===== src/hdl/mpls_ingress_pkg.sv =====
// MPLS ingress shared definitions
// Converged bus sizing, port beat structs and port tag width

package mpls_ingress_pkg;

  //////////////////////////////////////////////////////////////////////
  // Sizes

  // Bytes per converged-bus beat
  localparam int BUS_BYTES = 8;
  // Upper bound on physical ports, all widths together
  localparam int MAX_PORTS = 8;
  // Port tag carried with each converged beat
  localparam int PORT_IDX_W = 3;

  //////////////////////////////////////////////////////////////////////
  // Beat types

  // Converged bus beat, keep contiguous from lane 0
  typedef struct packed {
    logic [BUS_BYTES*8-1:0] data;
    logic [BUS_BYTES-1:0]   keep;
    logic                   last;
  } bus_beat_t;

  // 8-bit physical port
  typedef struct packed {
    logic [7:0] data;
    logic [0:0] keep;
    logic       last;
  } in8_beat_t;

  // 32-bit physical port, partial keep only on last
  typedef struct packed {
    logic [31:0] data;
    logic [3:0]  keep;
    logic        last;
  } in32_beat_t;

  // Converged-bus word, beat plus source port
  typedef struct packed {
    bus_beat_t             beat;
    logic [PORT_IDX_W-1:0] port;
  } ing_beat_t;

endpackage

===== src/hdl/mpls_ingress.sv =====
// MPLS router ingress stage
// Per-port width adapters and packet buffers merged by one scheduler

module mpls_ingress #(
  parameter int NUM_8B_PORTS  = 2,
  parameter int NUM_32B_PORTS = 2,
  parameter int BUF_DEPTH     = 16
) (
  input  logic                                    clk,
  input  logic                                    reset,
  input  mpls_ingress_pkg::in8_beat_t             p8_beat [NUM_8B_PORTS],
  input  logic [NUM_8B_PORTS-1:0]                 p8_valid,
  output logic [NUM_8B_PORTS-1:0]                 p8_ready,
  input  mpls_ingress_pkg::in32_beat_t            p32_beat [NUM_32B_PORTS],
  input  logic [NUM_32B_PORTS-1:0]                p32_valid,
  output logic [NUM_32B_PORTS-1:0]                p32_ready,
  output mpls_ingress_pkg::ing_beat_t             out_beat,
  output logic                                    out_valid,
  input  logic                                    out_ready,
  output logic [NUM_8B_PORTS+NUM_32B_PORTS-1:0]   overflow
);
  import mpls_ingress_pkg::*;

  // 8-bit ports numbered first, 32-bit ports after
  localparam int NUM_PORTS = NUM_8B_PORTS + NUM_32B_PORTS;

  bus_beat_t            ad_beat  [NUM_PORTS];
  logic [NUM_PORTS-1:0] ad_valid;
  bus_beat_t            buf_beat [NUM_PORTS];
  logic [NUM_PORTS-1:0] buf_valid;
  logic [NUM_PORTS-1:0] buf_ready;

  if (NUM_PORTS > MAX_PORTS) begin : g_bad_ports
    $error("too many ingress ports for the port tag");
  end

  //////////////////////////////////////////////////////////////////////
  // Width adapters

  for (genvar i = 0; i < NUM_8B_PORTS; i++) begin : g_p8
    mpls_ingress_width_adapt #(.in_beat_t(in8_beat_t)) u_adapt (
      .clk       (clk),
      .reset     (reset),
      .in_beat   (p8_beat[i]),
      .in_valid  (p8_valid[i]),
      .in_ready  (p8_ready[i]),
      .out_beat  (ad_beat[i]),
      .out_valid (ad_valid[i])
    );
  end

  for (genvar i = 0; i < NUM_32B_PORTS; i++) begin : g_p32
    mpls_ingress_width_adapt #(.in_beat_t(in32_beat_t)) u_adapt (
      .clk       (clk),
      .reset     (reset),
      .in_beat   (p32_beat[i]),
      .in_valid  (p32_valid[i]),
      .in_ready  (p32_ready[i]),
      .out_beat  (ad_beat[NUM_8B_PORTS + i]),
      .out_valid (ad_valid[NUM_8B_PORTS + i])
    );
  end

  //////////////////////////////////////////////////////////////////////
  // Packet buffers, one per port

  for (genvar i = 0; i < NUM_PORTS; i++) begin : g_buf
    mpls_ingress_port_buf #(.DEPTH(BUF_DEPTH)) u_buf (
      .clk       (clk),
      .reset     (reset),
      .in_beat   (ad_beat[i]),
      .in_valid  (ad_valid[i]),
      .out_beat  (buf_beat[i]),
      .out_valid (buf_valid[i]),
      .out_ready (buf_ready[i]),
      .overflow  (overflow[i])
    );
  end

  //////////////////////////////////////////////////////////////////////
  // Converged bus

  mpls_ingress_sched #(
    .N_PORTS (NUM_PORTS),
    .beat_t  (bus_beat_t)
  ) u_sched (
    .clk       (clk),
    .reset     (reset),
    .req_beat  (buf_beat),
    .req_valid (buf_valid),
    .req_ready (buf_ready),
    .out_beat  (out_beat),
    .out_valid (out_valid),
    .out_ready (out_ready)
  );

endmodule


===== src/hdl/mpls_ingress_sched.sv =====
// MPLS ingress packet scheduler
// Round-robin merge of port buffers onto the converged bus, tagged by port

module mpls_ingress_sched #(
  parameter int  N_PORTS = 4,
  parameter type beat_t  = mpls_ingress_pkg::bus_beat_t
) (
  input  logic                        clk,
  input  logic                        reset,
  input  beat_t                       req_beat [N_PORTS],
  input  logic [N_PORTS-1:0]          req_valid,
  output logic [N_PORTS-1:0]          req_ready,
  output mpls_ingress_pkg::ing_beat_t out_beat,
  output logic                        out_valid,
  input  logic                        out_ready
);
  import mpls_ingress_pkg::*;

  logic [PORT_IDX_W-1:0]  rr_ptr;
  logic [PORT_IDX_W-1:0]  sel_idx;
  logic [N_PORTS-1:0]     grant;
  logic [N_PORTS-1:0]     sel_onehot;
  logic [2*N_PORTS-1:0]   req_rot;
  logic                   grant_active;
  logic                   sel_found;
  logic                   xfer_last;

  //////////////////////////////////////////////////////////////////////
  // Arbitration

  // Requests rotated so bit 0 is the pointer's port
  assign req_rot = {req_valid, req_valid} >> rr_ptr;

  // First requester at or after the pointer
  always_comb begin
    sel_found = 1'b0;
    sel_idx   = '0;
    for (int k = N_PORTS - 1; k >= 0; k--) begin
      if (req_rot[k]) begin
        sel_found = 1'b1;
        sel_idx   = PORT_IDX_W'((int'(rr_ptr) + k) % N_PORTS);
      end
    end
  end

  assign sel_onehot = N_PORTS'(1) << sel_idx;

  // Grant held for a whole packet
  always_ff @(posedge clk) begin
    if (reset) begin
      grant_active <= 1'b0;
      grant        <= '0;
      rr_ptr       <= '0;
    end else if (!grant_active) begin
      if (sel_found) begin
        grant_active <= 1'b1;
        grant        <= sel_onehot;
        // Next search starts just past the winner
        rr_ptr       <= PORT_IDX_W'((int'(sel_idx) + 1) % N_PORTS);
      end
    end else if (xfer_last) begin
      grant_active <= 1'b0;
    end
  end

  //////////////////////////////////////////////////////////////////////
  // Output mux and tag

  always_comb begin
    out_beat.beat = req_beat[0];
    out_beat.port = '0;
    for (int i = 0; i < N_PORTS; i++) begin
      if (grant[i]) begin
        out_beat.beat = req_beat[i];
        out_beat.port = PORT_IDX_W'(i);
      end
    end
  end

  assign out_valid = grant_active && |(req_valid & grant);
  // Ready goes back to the granted buffer only
  assign req_ready = grant & {N_PORTS{grant_active && out_ready}};
  assign xfer_last = out_valid && out_ready && out_beat.beat.last;

  //////////////////////////////////////////////////////////////////////
  // Checks

  // Granted buffer keeps its whole packet valid until last
  a_grant_onehot : assert property (@(posedge clk) disable iff (reset)
    grant_active |-> $onehot(grant & req_valid))
    else $error("grant not one-hot on a requesting port");

  // No interleaving of packets on the bus
  a_grant_held : assert property (@(posedge clk) disable iff (reset)
    grant_active && !xfer_last |=> grant_active && $stable(grant))
    else $error("grant changed in mid-packet");

endmodule


===== src/hdl/mpls_ingress_port_buf.sv =====
// MPLS ingress per-port packet buffer
// Store and forward, drops packets that do not fit and flags overflow

module mpls_ingress_port_buf #(
  parameter int DEPTH = 16
) (
  input  logic                        clk,
  input  logic                        reset,
  input  mpls_ingress_pkg::bus_beat_t in_beat,
  input  logic                        in_valid,
  output mpls_ingress_pkg::bus_beat_t out_beat,
  output logic                        out_valid,
  input  logic                        out_ready,
  output logic                        overflow
);
  import mpls_ingress_pkg::*;

  localparam int ADDR_W = $clog2(DEPTH);
  // Extra bit tells full from empty
  localparam int PTR_W = ADDR_W + 1;
  localparam int CNT_W = $clog2(DEPTH + 1);

  bus_beat_t        mem [DEPTH];
  logic [PTR_W-1:0] wr_ptr;
  logic [PTR_W-1:0] cmt_ptr;
  logic [PTR_W-1:0] rd_ptr;
  logic [PTR_W-1:0] used;
  logic [CNT_W-1:0] pkt_cnt;
  logic             dropping;
  logic             full;
  logic             wr_en;
  logic             wr_drop;
  logic             rd_en;
  logic             pkt_in;
  logic             pkt_out;

  //////////////////////////////////////////////////////////////////////
  // Write side

  // Words held, including the packet still arriving
  assign used = wr_ptr - rd_ptr;
  // DEPTH is a power of two, so the MSB alone means full
  assign full = used[PTR_W-1];

  // First beat that does not fit
  assign wr_drop = in_valid && !dropping && full;
  assign wr_en   = in_valid && !dropping && !full;
  assign pkt_in  = wr_en && in_beat.last;

  always_ff @(posedge clk) begin
    if (wr_en) begin
      mem[wr_ptr[ADDR_W-1:0]] <= in_beat;
    end
  end

  //////////////////////////////////////////////////////////////////////
  // Read side

  // Only whole packets are visible
  assign out_valid = (pkt_cnt != '0);
  assign out_beat  = mem[rd_ptr[ADDR_W-1:0]];
  assign rd_en     = out_valid && out_ready;
  assign pkt_out   = rd_en && out_beat.last;

  //////////////////////////////////////////////////////////////////////
  // Pointers, packet count, drop state

  always_ff @(posedge clk) begin
    if (reset) begin
      wr_ptr   <= '0;
      cmt_ptr  <= '0;
      rd_ptr   <= '0;
      pkt_cnt  <= '0;
      dropping <= 1'b0;
      overflow <= 1'b0;
    end else begin
      overflow <= wr_drop;
      if (wr_drop) begin
        // Rewind to the last whole packet, then skip the rest of this one
        wr_ptr   <= cmt_ptr;
        dropping <= !in_beat.last;
      end else if (wr_en) begin
        wr_ptr <= wr_ptr + 1'b1;
        if (in_beat.last) begin
          cmt_ptr <= wr_ptr + 1'b1;
        end
      end else if (in_valid && dropping && in_beat.last) begin
        dropping <= 1'b0;
      end

      if (rd_en) begin
        rd_ptr <= rd_ptr + 1'b1;
      end

      // Packet in and out in the same cycle cancel
      case ({pkt_in, pkt_out})
        2'b10:   pkt_cnt <= pkt_cnt + 1'b1;
        2'b01:   pkt_cnt <= pkt_cnt - 1'b1;
        default: pkt_cnt <= pkt_cnt;
      endcase
    end
  end

  //////////////////////////////////////////////////////////////////////
  // Checks

  if ((1 << ADDR_W) != DEPTH) begin : g_bad_depth
    $error("buffer depth must be a power of two");
  end

  // Reads stay behind the committed packets
  a_rd_behind_cmt : assert property (@(posedge clk) disable iff (reset)
    PTR_W'(cmt_ptr - rd_ptr) <= PTR_W'(DEPTH))
    else $error("read pointer passed committed pointer");

endmodule


===== src/hdl/mpls_ingress_width_adapt.sv =====
// MPLS ingress width adapter
// Packs narrow port beats into converged-bus beats

module mpls_ingress_width_adapt #(
  parameter type in_beat_t = mpls_ingress_pkg::in8_beat_t
) (
  input  logic                        clk,
  input  logic                        reset,
  input  in_beat_t                    in_beat,
  input  logic                        in_valid,
  output logic                        in_ready,
  output mpls_ingress_pkg::bus_beat_t out_beat,
  output logic                        out_valid
);
  import mpls_ingress_pkg::*;

  // Input bytes per beat, from the data field
  localparam int IN_BYTES = $bits(in_beat.data) / 8;
  // Lane counter spans 0..BUS_BYTES
  localparam int LANE_W = $clog2(BUS_BYTES + 1);

  logic [LANE_W-1:0]    lane;
  logic [LANE_W-1:0]    in_cnt;
  logic [LANE_W-1:0]    next_lane;
  logic [BUS_BYTES-1:0] next_keep;
  logic                 accept;
  logic                 fill;

  // Output register doubles as accumulator, so hold off input while it drains
  assign in_ready = !out_valid;
  assign accept   = in_valid && in_ready;

  // Valid bytes in this input beat
  always_comb begin
    in_cnt = '0;
    for (int i = 0; i < IN_BYTES; i++) begin
      if (in_beat.keep[i]) begin
        in_cnt = in_cnt + 1'b1;
      end
    end
  end

  assign next_lane = lane + in_cnt;
  // Eighth byte filled or end of packet
  assign fill = accept && ((next_lane == LANE_W'(BUS_BYTES)) || in_beat.last);

  // Contiguous keep up to the new fill level
  always_comb begin
    next_keep = '0;
    for (int i = 0; i < BUS_BYTES; i++) begin
      if (i < int'(next_lane)) begin
        next_keep[i] = 1'b1;
      end
    end
  end

  //////////////////////////////////////////////////////////////////////
  // Lane tracking and output valid

  always_ff @(posedge clk) begin
    if (reset) begin
      lane      <= '0;
      out_valid <= 1'b0;
    end else begin
      out_valid <= fill;
      if (fill) begin
        lane <= '0;
      end else if (accept) begin
        lane <= next_lane;
      end
    end
  end

  // Byte shift-in at the current lane
  always_ff @(posedge clk) begin
    if (accept) begin
      for (int i = 0; i < IN_BYTES; i++) begin
        if (in_beat.keep[i]) begin
          out_beat.data[(int'(lane) + i)*8 +: 8] <= in_beat.data[i*8 +: 8];
        end
      end
      out_beat.keep <= next_keep;
      out_beat.last <= in_beat.last;
    end
  end

  //////////////////////////////////////////////////////////////////////
  // Checks

  // Port width must tile the converged bus
  if (BUS_BYTES % IN_BYTES != 0) begin : g_bad_width
    $error("input width does not divide the converged bus");
  end

  // Upstream sends partial beats only at end of packet
  a_full_keep : assert property (@(posedge clk) disable iff (reset)
    in_valid && !in_beat.last |-> &in_beat.keep)
    else $error("non-last input beat with partial keep");

endmodule


===== config.mk =====
export PLATFORM = sky130hd
export DESIGN_NAME = mpls_ingress
export DESIGN_NICKNAME = d
export VERILOG_FILES = /design/src/hdl/mpls_ingress_pkg.sv /design/src/hdl/mpls_ingress.sv /design/src/hdl/mpls_ingress_sched.sv /design/src/hdl/mpls_ingress_port_buf.sv /design/src/hdl/mpls_ingress_width_adapt.sv
export SDC_FILE = /design/constraint.sdc
export NUM_CORES = 2
export LEC_CHECK = 0
export BUFFER_PORTS_ARGS = -buffer_cell sky130_fd_sc_hd__buf_2
export CAP_MARGIN = 25
export CORE_MARGIN = 8
export CORE_UTILIZATION = 45
export DETAILED_ROUTE_END_ITERATION = 8
export MAX_ROUTING_LAYER = met4
export PLACE_DENSITY = 0.63
export SETUP_SLACK_MARGIN = 0.4
export SKIP_LAST_GASP = 1
export SLEW_MARGIN = 0
export SYNTH_ARGS = -nofsm -noshare
export SYNTH_HDL_FRONTEND = slang
export SYNTH_MEMORY_MAX_BITS = 65536
export SYNTH_SLANG_ARGS = --single-unit

===== constraint.sdc =====
create_clock -name clk -period 7.2 [get_ports clk]
set_input_delay 0.72 -clock clk [delete_from_list [all_inputs] [get_ports clk]]
set_output_delay 0.72 -clock clk [all_outputs]
set_load 0.05 [all_outputs]

==> metrics <==
final instance area=approximately 230000 um2; Worst Skew=roughly 38 ps; slowest CP cell=a21oi_1; cell family with most CP delay=buffers and inverters; Core Area=roughly 450000 um2; later-pin clock latency in the skew report=a little over 1000 ps; period utilization=between 70% and 80%; top cell type's share of synthesized area=73.71%; CTS clk-pin slew, worst paths=~60 ps; final hold violations=0; Worst setup SP type=flip-flop; Die Span Y=between 600 and 700 um; P_leak=approximately 70 nW; CTS tree=yes; hpwl dp=323700 um; Remaining DRCs=0; I/O Buffers=between 150 and 200; min Tclk post-route=roughly 5700 ps; Initial DRC Count=11400; fmax=175.9 MHz; Syn. warnings=0; Slew HR=roughly a fifth; crit path cell chain=buf_4 -> buf_12 -> mux4_2 -> mux2i_1 -> a21oi_1 -> o22ai_1 -> nor2_1 -> buf_2; IO Pins=186; Mapped Avg Cell Area=between 20 and 25 um2; Buffers & Inverters on Critical Path=3; share of cells above drive strength 1=about a quarter; Initial DRT Pass Iterations=6; Setup TNS Final=0 ps; Layout area overhead=12.82%; FF+latch count, synth=between 5000 and 6000; Die W=slightly below 700 um; Synth async-reset ratio=0%; status=completed; nets=10260; worst endpoint data arrival time=around 5000 ps; worst-path maximum fanout=94; mapped cell area=202200 um2; die area=~470000 um2; Syn Inst Count=~9600; vias in the first global route=102900; clk sinks=about 5100; Slew Viols, Final=0; Post-CTS Hold Fix Bufs=7; sequential fraction of the synthesis area=roughly 75%; CTS max path bufs=4; row count=around 250; root buffer cell=clkbuf_16; Main synth FF type=edfxtp_1; Remaining Overflow, GRT=0; RSZ-0062 raised after global routing=no; Worst Tran Pin Value=about 1200 ps; Syn Nets=between 9000 and 10000; largest cells by area after synthesis=edfxtp_1, mux4_2, dfxtp_1; CTS resizes=0; Post-synth EDFFs=between 4000 and 5000; critical path class=reg2out; Place WS=~2300 ps; total number of vias=slightly above 100k; Placement Cell Area=between 200000 and 250000 um2; Final GP Congestion=0.9022; DR vias/cell=between 6 and 7; Post-CTS Setup Inserts=0; Worst setup EP type=output port; H-tree Lvls=6; number of CTS-inserted buffers=527; Placed Cells=roughly 15000; antenna violations before repair=39; non-filler instance count after layout=around 16000; critical path required time=~6500 ps; ANT nets after route=0; final setup fails=0; CP max stage delay=790 ps; WL final=~550000 um; detailed-route wire length per cell=between 30 and 40 um; Synth cell types=96; crit path setup slack, layout=between 1500 and 2000 ps; first-pass GRT wire length=between 700000 and 800000 um; largest net degree at the start of global routing=148; cell taking the most area after synthesis=edfxtp_1; max_cap viols=0; Initial Util=around 45%; hold crit path type=in2reg; Tot GR Track Use=a little under a quarter; P per Cell Area=approximately 280 nW/um2; Max IR drop VDD=about 0.00024 V
[sequential cells by signal (all words and copies together), names as in the netlist, named ones only]
register,count
g_p8.u_adapt.out_valid,2
g_p8.u_adapt.lane,8
g_buf.u_buf.cmt_ptr,20
g_buf.u_buf.rd_ptr,20
u_sched.grant,4
g_p32.u_adapt.lane,8
g_buf.u_buf.dropping,4
g_buf.u_buf.wr_ptr,20
g_buf.u_buf.pkt_cnt,20
g_buf.u_buf.overflow,4
g_p32.u_adapt.out_valid,2
g_p32.u_adapt.out_beat,146
u_sched.grant_active,1
u_sched.rr_ptr,2
g_buf.u_buf.mem,4672
g_p8.u_adapt.out_beat,146
[metal layers]
| layer | track usage [%] | up-vias | wire, um |
|---|---|---|---|
| met5 | - | - | 0 |
| met4 | 7.434 | 0 | 20020 |
| met3 | 3.346 | 921 | 39510 |
| met2 | 38.66 | 4396 | 274300 |
| met1 | 30.61 | 54450 | 214500 |
| li1 | - | 41150 | - |
[layout make-up]
type | instances | area, um2
inverters | 92 | 350.3
clock buffers | 673 | 14200
fillers | 35090 | 220000
diodes | 31 | 77.57
flip-flops and latches | 5095 | 151700
multi-input cells | 3922 | 48640
well taps | 5952 | 7447
repair buffers | 414 | 3271
clock inverters | 267 | 2417
[final timing paths]
kind	slack, ps	start	cells past startpoint	end
max	1510	flip-flop	8	out_beat[57]
min	80	p8_beat[7]	2	g_p8[1].u_adapt.out_beat[38]$_DFFE_PP_
max reg2reg	2590	g_buf[2].u_buf.wr_ptr[2]$_SDFFE_PP0P_	15	g_buf[2].u_buf.pkt_cnt[4]$_SDFFE_PP0P_
min reg2reg	480	g_p32[1].u_adapt.lane[3]$_SDFFE_PP0P_	2	g_p32[1].u_adapt.lane[3]$_SDFFE_PP0P_
[stage by stage]
step	util, %	hold WS [ps]	power, mW
2_1_floorplan	-	448.5	35.56
3_3_place_gp	47.12	453.9	36.83
3_5_place_dp	47.15	465.3	36.95
4_1_cts	50.87	0.8461	63.13
5_1_grt	50.90	39.94	64.39
6_report	50.91	83.32	62.74
[layout by cell type (no fill, tap or decap), types with 49 or more instances in the layout]
master	n
a31oi_1	75
nand2b_1	51
and2_1	128
buf_4	176
nor2b_1	126
inv_1	86
ha_1	104
mux2_2	60
clkbuf_16	544
dfxtp_1	115
a211oi_1	101
nand2_1	220
a21oi_1	179
clkinv_1	106
mux2i_1	210
clkinv_2	76
clkbuf_1	119
o21ai_0	54
nor2_1	336
o22ai_1	153
buf_2	184
mux4_2	1382
edfxtp_1	4964
xnor2_1	49
nand3_1	150
nor3_1	51
[power by group]
group          switching [mW]  total, mW  internal [mW]
sequential              0.850       34.0           33.2
combinational            1.54       2.27          0.728
clock                    11.3       26.4           15.1
total                    13.7       62.7           49.0
[logic make-up after synthesis]
kind of cell	count (synthesis)	share of synthesized area, %
buffers and inverters	625	1.231
XOR/XNOR	85	0.3966
AND/OR/NAND/NOR	1267	3.152
flip-flops	5095	75.01
AO/OA/AOI/OAI	771	2.535
adder cells (fa/ha/maj)	110	0.7029
multiplexers	1688	16.97
other	1	0.001854
[worst reg2reg max path: cells and delay by family (launching register included)]
kind / cells / cell delay, ps
buffers and inverters: 2 / 500
AND/OR/NAND/NOR: 5 / 900
flip-flops: 1 / 800
XOR/XNOR: 2 / 790
AO/OA/AOI/OAI: 3 / 400
adder cells (fa/ha/maj): 3 / 1100
[cell usage after synthesis (all sizes together), types with 94 or more instances]
cell and instances:
mux2 94, a211oi 104, ha 104, a21oi 184
and2 128, nor2 381, dfxtp 131, nor2b 128
buf 226, nand2 223, mux2i 212, mux4 1382
nand3 151, clkbuf 307, edfxtp 4964, o22ai 154
Power figures use the tool's default switching activity.
